===== config.mk =====
export PLATFORM = sky130hd
export DESIGN_NAME = instrDecode
export DESIGN_NICKNAME = d
export VERILOG_FILES = /design/src/cpuPkg.sv /design/src/instrDecode.sv
export SDC_FILE = /design/constraint.sdc
export NUM_CORES = 1
export LEC_CHECK = 0
export ABC_AREA = 0
export BUFFER_PORTS_ARGS = -buffer_cell sky130_fd_sc_hd__buf_4
export CORE_ASPECT_RATIO = 0.6
export CORE_MARGIN = 3
export CORE_UTILIZATION = 34
export CTS_CLUSTER_SIZE = 8
export DETAILED_ROUTE_END_ITERATION = 6
export GPL_TIMING_DRIVEN = 0
export PLACE_DENSITY = 0.72
export SLEW_MARGIN = 20
export SYNTH_ARGS = -nofsm -noshare
export SYNTH_HDL_FRONTEND = slang
export SYNTH_SLANG_ARGS = --single-unit

===== constraint.sdc =====
create_clock -name clk -period 0.9 [get_ports clk]
set_input_delay 0.09 -clock clk [delete_from_list [all_inputs] [get_ports clk]]
set_output_delay 0.09 -clock clk [all_outputs]
set_load 0.02 [all_outputs]

===== src/cpuPkg.sv =====
`default_nettype none

package cpuPkg;

	// Word and field widths
	typedef logic [15:0] dataT;
	typedef logic [15:0] instrT;
	typedef logic [2:0] regAddrT;
	// Word index into either memory, also the PC
	typedef logic [7:0] memAddrT;
	typedef logic [2:0] aluOpT;
	// N, Z, C, V from bit 3 down to bit 0
	typedef logic [3:0] flagsT;
	typedef logic [1:0] resSelT;

	// Debug run control
	typedef enum logic [1:0] {
		IDLE,
		RUNNING,
		HALTED
	} runStateT;

	localparam int NUM_REGS = 8;
	localparam int IMEM_DEPTH = 256;
	localparam int DMEM_DEPTH = 256;

	// Opcodes in instr[15:12]
	localparam logic [3:0] OP_ADD = 4'd0;
	localparam logic [3:0] OP_SUB = 4'd1;
	localparam logic [3:0] OP_AND = 4'd2;
	localparam logic [3:0] OP_ORR = 4'd3;
	localparam logic [3:0] OP_XOR = 4'd4;
	localparam logic [3:0] OP_ADDI = 4'd5;
	localparam logic [3:0] OP_MOVI = 4'd6;
	localparam logic [3:0] OP_LSL = 4'd7;
	localparam logic [3:0] OP_LSR = 4'd8;
	localparam logic [3:0] OP_LDR = 4'd9;
	localparam logic [3:0] OP_STR = 4'd10;
	localparam logic [3:0] OP_BCOND = 4'd11;
	localparam logic [3:0] OP_B = 4'd12;
	localparam logic [3:0] OP_HALT = 4'd13;
	localparam logic [3:0] OP_NOP = 4'd14;
	// Unassigned, executes as NOP
	localparam logic [3:0] OP_RSVD = 4'd15;

	// Branch conditions, anything above COND_LT is always
	localparam logic [3:0] COND_EQ = 4'd0;
	localparam logic [3:0] COND_NE = 4'd1;
	localparam logic [3:0] COND_CS = 4'd2;
	localparam logic [3:0] COND_CC = 4'd3;
	localparam logic [3:0] COND_MI = 4'd4;
	localparam logic [3:0] COND_PL = 4'd5;
	localparam logic [3:0] COND_VS = 4'd6;
	localparam logic [3:0] COND_VC = 4'd7;
	localparam logic [3:0] COND_GE = 4'd8;
	localparam logic [3:0] COND_LT = 4'd9;

	// Flag bit positions
	localparam int FLAG_N = 3;
	localparam int FLAG_Z = 2;
	localparam int FLAG_C = 1;
	localparam int FLAG_V = 0;

	// ALU operations, ADDI adds the immediate instead of operand B
	localparam aluOpT ALU_ADD = 3'd0;
	localparam aluOpT ALU_SUB = 3'd1;
	localparam aluOpT ALU_AND = 3'd2;
	localparam aluOpT ALU_ORR = 3'd3;
	localparam aluOpT ALU_XOR = 3'd4;
	localparam aluOpT ALU_ADDI = 3'd5;

	// Register write sources
	localparam resSelT RES_ALU = 2'd0;
	localparam resSelT RES_SHIFT = 2'd1;
	localparam resSelT RES_IMM = 2'd2;
	localparam resSelT RES_MEM = 2'd3;

	// APB byte addresses, word index is paddr[9:2]
	localparam int APB_ADDR_W = 12;
	localparam logic [APB_ADDR_W-1:0] APB_CTRL = 12'h000;
	localparam logic [APB_ADDR_W-1:0] APB_REG_BASE = 12'h040;
	localparam logic [APB_ADDR_W-1:0] APB_IMEM_BASE = 12'h400;
	localparam logic [APB_ADDR_W-1:0] APB_DMEM_BASE = 12'h800;

endpackage

`default_nettype wire


===== src/instrDecode.sv =====
`timescale 1ns/1ps
`default_nettype none

module instrDecode import cpuPkg::*; (
	input wire clk,
	input wire reset,
	input wire instrT fetchInstr,
	input wire memAddrT fetchPc,
	input wire fetchValid,
	input wire branchTaken,
	input wire haltSeen,
	output regAddrT rdAddrA,
	output regAddrT rdAddrB,
	input wire dataT rdDataA,
	input wire dataT rdDataB,
	output logic exValid,
	output dataT exOpA,
	output dataT exOpB,
	output dataT exImm,
	output aluOpT exAluOp,
	output logic exSetFlags,
	output logic exShiftLeft,
	output logic [3:0] exShamt,
	output logic [3:0] exCond,
	output logic exBranch,
	output logic exCondBranch,
	output dataT exOffset,
	output memAddrT exPc,
	output logic exMemWrite,
	output dataT exStoreData,
	output resSelT exResSel,
	output logic exRegWrite,
	output regAddrT exWaddr,
	output logic exHalt
);

	logic [3:0] opcode;
	aluOpT aluOp;
	resSelT resSel;
	logic setFlags, regWrite, memWrite;
	logic isBranch, isCondBranch, isHalt;
	dataT imm;
	dataT offset;

	assign opcode = fetchInstr[15:12];

	// ADDI reads its own destination, STR reads the store data on port B
	assign rdAddrA = (opcode == OP_ADDI) ? fetchInstr[11:9] : fetchInstr[8:6];
	assign rdAddrB = (opcode == OP_STR) ? fetchInstr[11:9] : fetchInstr[5:3];

	// Control unit
	always_comb begin
		aluOp = ALU_ADD;
		resSel = RES_ALU;
		setFlags = 1'b0;
		regWrite = 1'b0;
		memWrite = 1'b0;
		isBranch = 1'b0;
		isCondBranch = 1'b0;
		isHalt = 1'b0;
		// 8-bit immediate, zero extended
		imm = {8'b0, fetchInstr[7:0]};
		// Signed 8-bit condition branch offset
		offset = {{8{fetchInstr[7]}}, fetchInstr[7:0]};
		case (opcode)
			OP_ADD, OP_SUB, OP_AND, OP_ORR, OP_XOR: begin
				aluOp = aluOpT'(opcode[2:0]);
				setFlags = 1'b1;
				regWrite = 1'b1;
			end
			OP_ADDI: begin
				aluOp = ALU_ADDI;
				setFlags = 1'b1;
				regWrite = 1'b1;
			end
			OP_MOVI: begin
				resSel = RES_IMM;
				regWrite = 1'b1;
			end
			OP_LSL, OP_LSR: begin
				resSel = RES_SHIFT;
				regWrite = 1'b1;
			end
			OP_LDR, OP_STR: begin
				// Base plus 6-bit offset
				aluOp = ALU_ADDI;
				imm = {10'b0, fetchInstr[5:0]};
				resSel = RES_MEM;
				regWrite = (opcode == OP_LDR);
				memWrite = (opcode == OP_STR);
			end
			OP_BCOND: begin
				isBranch = 1'b1;
				isCondBranch = 1'b1;
			end
			OP_B: begin
				isBranch = 1'b1;
				offset = {{4{fetchInstr[11]}}, fetchInstr[11:0]};
			end
			OP_HALT: isHalt = 1'b1;
			// NOP and reserved opcode keep the defaults
			default: isHalt = 1'b0;
		endcase
	end

	// Control half of the decode-to-execute register
	always_ff @(posedge clk) begin
		if (reset) begin
			exValid <= 1'b0;
			exSetFlags <= 1'b0;
			exBranch <= 1'b0;
			exCondBranch <= 1'b0;
			exMemWrite <= 1'b0;
			exRegWrite <= 1'b0;
			exHalt <= 1'b0;
		end else begin
			// Flush on a taken branch or a halt in execute
			exValid <= fetchValid && !branchTaken && !haltSeen;
			exSetFlags <= setFlags;
			exBranch <= isBranch;
			exCondBranch <= isCondBranch;
			exMemWrite <= memWrite;
			exRegWrite <= regWrite;
			exHalt <= isHalt;
		end
	end

	// Payload half
	always_ff @(posedge clk) begin
		exOpA <= rdDataA;
		exOpB <= rdDataB;
		exStoreData <= rdDataB;
		exImm <= imm;
		exAluOp <= aluOp;
		exShiftLeft <= (opcode == OP_LSL);
		exShamt <= fetchInstr[3:0];
		exCond <= fetchInstr[11:8];
		exOffset <= offset;
		exPc <= fetchPc;
		exResSel <= resSel;
		exWaddr <= fetchInstr[11:9];
	end

	// Reserved opcode reaches execute with no side effects
	rsvdIsNop: assert property (@(posedge clk) disable iff (reset)
		(fetchValid && opcode == OP_RSVD) |=>
		!(exRegWrite || exMemWrite || exBranch || exHalt || exSetFlags));

endmodule

`default_nettype wire


== Word-level counts from Yosys, hierarchy flattened ==
Cells that the tools add are included.

* Eq/ne operators: 13
* Multiplexer cells: 10
* Bitwise operators: 1
* Reductions and logical operators: 13

{| class="wikitable"
|+ Operators by type and width
! operator !! count
|-
| == test 4 bit, second input constant || 6
|-
| == test 4 x 3 -> 1 bit, second input constant || 4
|-
| two-way mux 16 bit || 1
|-
| OR reduction 9 bit || 1
|-
| == test 4 x 2 -> 1 bit, second input constant || 2
|-
| OR reduction 2 bit || 4
|-
| two-way mux 3 bit || 2
|-
| case mux 2 bit (3 select lines) || 1
|-
| case mux 3 bit (2 select lines) || 1
|-
| OR reduction 6 bit || 1
|-
| OR reduction 5 bit || 1
|-
| == test 4 x 1 -> 1 bit, second input constant || 1
|-
| logical NOT 4 bit || 1
|-
| two-way mux 1 bit || 4
|-
| OR reduction 3 bit || 1
|-
| logical AND 1 bit || 2
|-
| logical NOT 1 bit || 2
|-
| case mux 1 bit (2 select lines) || 1
|-
| inverter 1 bit || 1
|}

* Flip-flop bits (word level): 96
* Input port bits: 61
* Output and inout port bits: 118
* Word-level logic and storage cells: 56

== Longest topological paths before layout ==
* Depth in word-level cells: 4
* Depth in mapped cells: 3
* Gate-level depth less buffers: 2

== Worst setup path after synthesis ==
Ideal clock, no wire load.

* Path kind: in2out
* Start point: in fetchInstr[15]
* End point: out rdAddrA[0]
* Arrival: 0.924 ns
* Data required time: 0.810 ns
* Setup slack: -0.114 ns
* Cell stages on the path: 3
* Path buffers: 1
* Cell sequence: buf_4 -> and4bb_4 -> mux2_2

* Cells in the longest elaborated chain, start to end: 2

{| class="wikitable"
|+ Ends and longest elaborated chain
! item !! line !! RTL
|-
| start, declared || instrDecode.sv:7 || <nowiki>input wire instrT fetchInstr,</nowiki>
|-
| == test 4 x 3 -> 1 bit || instrDecode.sv:48 || <nowiki>assign rdAddrA = (opcode == OP_ADDI) ? fetchInstr[11:9] : fetchInstr[8:6];</nowiki>
|-
| two-way mux 3 bit || instrDecode.sv:48 ||
|-
| end, declared || instrDecode.sv:12 || <nowiki>output regAddrT rdAddrA,</nowiki>
|}

Every way passes these cells.

== Final worst setup path ==
* Start point: in fetchInstr[14]
* End point: out rdAddrB[1]

* Cells in the longest elaborated chain, start to end: 2

{| class="wikitable"
|+ Ends and longest elaborated chain
! item !! line !! RTL
|-
| == test 4 bit || instrDecode.sv:49 || <nowiki>assign rdAddrB = (opcode == OP_STR) ? fetchInstr[11:9] : fetchInstr[5:3];</nowiki>
|-
| two-way mux 3 bit || instrDecode.sv:49 ||
|-
| end, declared || instrDecode.sv:13 || <nowiki>output regAddrT rdAddrB,</nowiki>
|}

Every way passes these cells.

==> metrics.md <==
| Metric | Value |
|---|---|
| Status | finished with violations |
| Failing checks | setup timing |
| Leakage power | 2.36 nW |
| Crit path largest cell delay | 0.39 ns |
| Clock Path Buffers | 2 |
| Crit path depth | 4 |
| N_diodes | 0 |
| Post-synth top area share | 67.0% |
| Min-Delay Endpoint | exImm[7] |
| Data required time of the critical path | 0.81 ns |
| Initial core utilization | 36.5% |
| Max-Cap Viols | 0 |
| Reg clk slew, reported paths | 0.07 ns |
| Row cnt | 21 |
| Fmax | 895 MHz |
| Asr flop ratio synth | 0% |
| Dpl cells | 414 |
| Starting DRT DRC Count | 41 |
| Die X | 108 um |
| Layout Nets | 465 |
| Bufs and invs on worst path | 2 |
| I/O pins | 179 |
| Worst path cell trace | buf_6 > and4bb_4 > mux2_4 > buf_6 |
| Clock tree sinks | 71 |
| Maximum VDD drop | 1.35 mV |
| Most frequent cell after synthesis | dfxtp_1 |
| HP Class | input port to flip-flop |
| Synth Area per Inst | 13.4 um2 |
| Root Driver | clkbuf_8 |
| Vias | 2016 |
| Drt pass-1 iters | 4 |
| Vias/cell | 4.12 |
| CTS tree | built |
| Drt total wl | 8.39 mm |
| Antenna viol nets, final | 0 |
| Crit Path Max Fanout | 4 |
| Hold path cells | 2 |
| Cell area after layout | 5020 um2 |
| Initial antenna violation count | 0 |
| Area growth, synth to finish | 137% |
| Top_reg_cell synth | dfxtp_1 |
| CP Capture Type | primary output |
| Cell Area, Placed | 3540 um2 |
| WHS | 0.00808 ns |
| Synth area leader | dfxtp_1 |
| DR WL/cell | 17.2 um |
| Crit start category | input port |
| Setup WS pre-CTS | -0.338 ns |
| Syn. warnings | 0 |
| First-pass GRT wire length | 11.2 mm |
| Signal arrival time at the worst endpoint | 1.03 ns |
| Area of the core | 5810 um2 |
| PnR worst setup slack | -0.217 ns |
| Register area share after synthesis | 67.0% |
| Final max-slew violation count | 0 |
| Worst path most repeated cell | buf_6 |
| Number of H-tree levels | 3 |
| Vias in the first global route | 2100 |
| Synth top area cells | dfxtp_1 (67%), buf_4 (15%), mux2_2 (3.7%) |
| CP top delay family | simple AND/OR/NAND/NOR gates |
| Kind of critical path | input port to primary output |
| Slowest CP cell | and4bb_4 |
| Final HPWL DP | 4.43 mm |
| Netlist Area Pre-Place | 2120 um2 |
| Die area | 7250 um2 |
| Tmin final | 1.12 ns |
| GRT Residual Overflow | 0 |
| Most instantiated cells after synthesis | dfxtp_1 (71), buf_4 (43), mux2_2 (7), nand2b_1 (4) |
| Cell Pwr Density | 1680 nW/um2 |
| Port Buffers | 169 |
| Die Span Y | 67.2 um |
| HP Start | fetchInstr[7] |
| Number of remaining DRC errors | 0 |
| Final clock period utilization by the worst path | 124% |
| Post-synth EDFFs | 0 |
| Cell count after synthesis | 158 |
| Layout cells sized above 1 | 76.3% |
| Netlist cell types | 25 |
| GP Congestion | 0.691 |
| Final Hold Fails | 0 |
| Pin count of the biggest net entering global routing | 13 |
| Final setup viols | 66 |
| Total GRT Usage | 21.2% |
| Post-route insts no fill | 489 |
| RSZ-0062 raised after global routing | yes |
| Clock buffer count from CTS | 9 |
| FF+latch count, synth | 71 |
==> through the flow <==
stage | power, W | TNS, ns | util, %
CTS | 0.00835 | -5.52 | 84.0
floorplan | 0.00410 | -0.423 | -
finish | 0.00846 | -5.50 | 86.4
global route | 0.00875 | -8.71 | 86.4
detailed placement | 0.00476 | -2.83 | 60.9
global placement | 0.00475 | -2.83 | 60.9
==> registers in the layout, indices dropped and copies added, names as in the netlist <==
register / count
exOpA: 16
exStoreData: 16
exOffset: 12
exPc: 8
exAluOp: 3
exCond: 2
exImm: 2
exResSel: 2
exWaddr: 2
exBranch: 1
exCondBranch: 1
exHalt: 1
exMemWrite: 1
exRegWrite: 1
exSetFlags: 1
exShiftLeft: 1
exValid: 1
==> routing by layer <==
layer | vias up | part of all wire (%) | GRT usage, %
met2 | 95 | 56 | 41.4
li1 | 958 | - | -
met1 | 957 | 35 | 21.2
met3 | 6 | 8.2 | 7.64
met5 | - | 0 | 0
met4 | 0 | 0.49 | 7.09
==> logic make-up (layout without fill, tap and decap cells) <==
| logic type | after synthesis | in the layout | synth area share, % |
|---|---|---|---|
| flops | 71 | 71 | 67.0 |
| buf+inv | 46 | 290 | 16.2 |
| simple gates | 20 | 20 | 7.32 |
| mux | 11 | 11 | 6.31 |
| compound gates | 8 | 8 | 2.60 |
| other cells | 1 | 8 | 0.177 |
| xor+xnor | 1 | 1 | 0.413 |
==> final cells by class <==
type / count / area [um2]
Multi-Input combinational cell: 48 / 394
Tap cell: 80 / 100
Sequential cell: 71 / 1510
Timing Repair Buffer: 229 / 2290
Buffer: 44 / 468
Fill cell: 285 / 787
Inverter: 1 / 3.75
Clock buffer: 11 / 151
Clock inverter: 5 / 104
==> layout by cell type (no fill, tap or decap), drive strengths merged <==
cell type / count
dfxtp: 71
and4bb: 3
clkbuf: 11
or3b: 1
nor2b: 1
nand3b: 1
dlygate4sd3: 55
a211o: 1
mux2: 10
buf: 218
o22ai: 2
nor2: 2
xnor2: 1
inv: 1
o21a: 3
nand2: 1
nand2b: 5
nor3b: 2
mux2i: 1
clkinv: 2
nor4b: 1
nor3: 3
a21oi: 2
bufinv: 3
conb: 8
==> worst max-delay path by stage <==
stage | startpoint | end | slack (ns)
3_5_place_dp | fetchInstr[12] | rdAddrB[2] | -0.34
3_3_place_gp | fetchInstr[12] | rdAddrB[1] | -0.34
4_1_cts | fetchInstr[12] | rdAddrB[2] | -0.20
6_report | fetchInstr[14] | rdAddrB[1] | -0.22
2_1_floorplan | fetchInstr[15] | rdAddrA[0] | -0.08
5_1_grt | fetchInstr[14] | rdAddrB[0] | -0.24
==> power breakdown <==
group / switching, W / internal (W) / total, W / leakage, nW
clock: 0.00121 / 0.00199 / 0.00320 / 0.130
combinational: 0.000720 / 0.00107 / 0.00179 / 1.63
sequential: 0.000127 / 0.00334 / 0.00346 / 0.602
total: 0.00205 / 0.00640 / 0.00846 / 2.36
==> what timing repair did <==
item | in CTS | in global routing
resized for setup | 163 | 54
pin swaps | 2 | 2
hold buffers | 55 | 0
setup endpoints to repair | 82 | 101
hold endpoints to repair | 61 | 0
gates cloned | 0 | 0
setup buffers | 5 | 0
No activity file was read; power rests on OpenSTA's default activity.
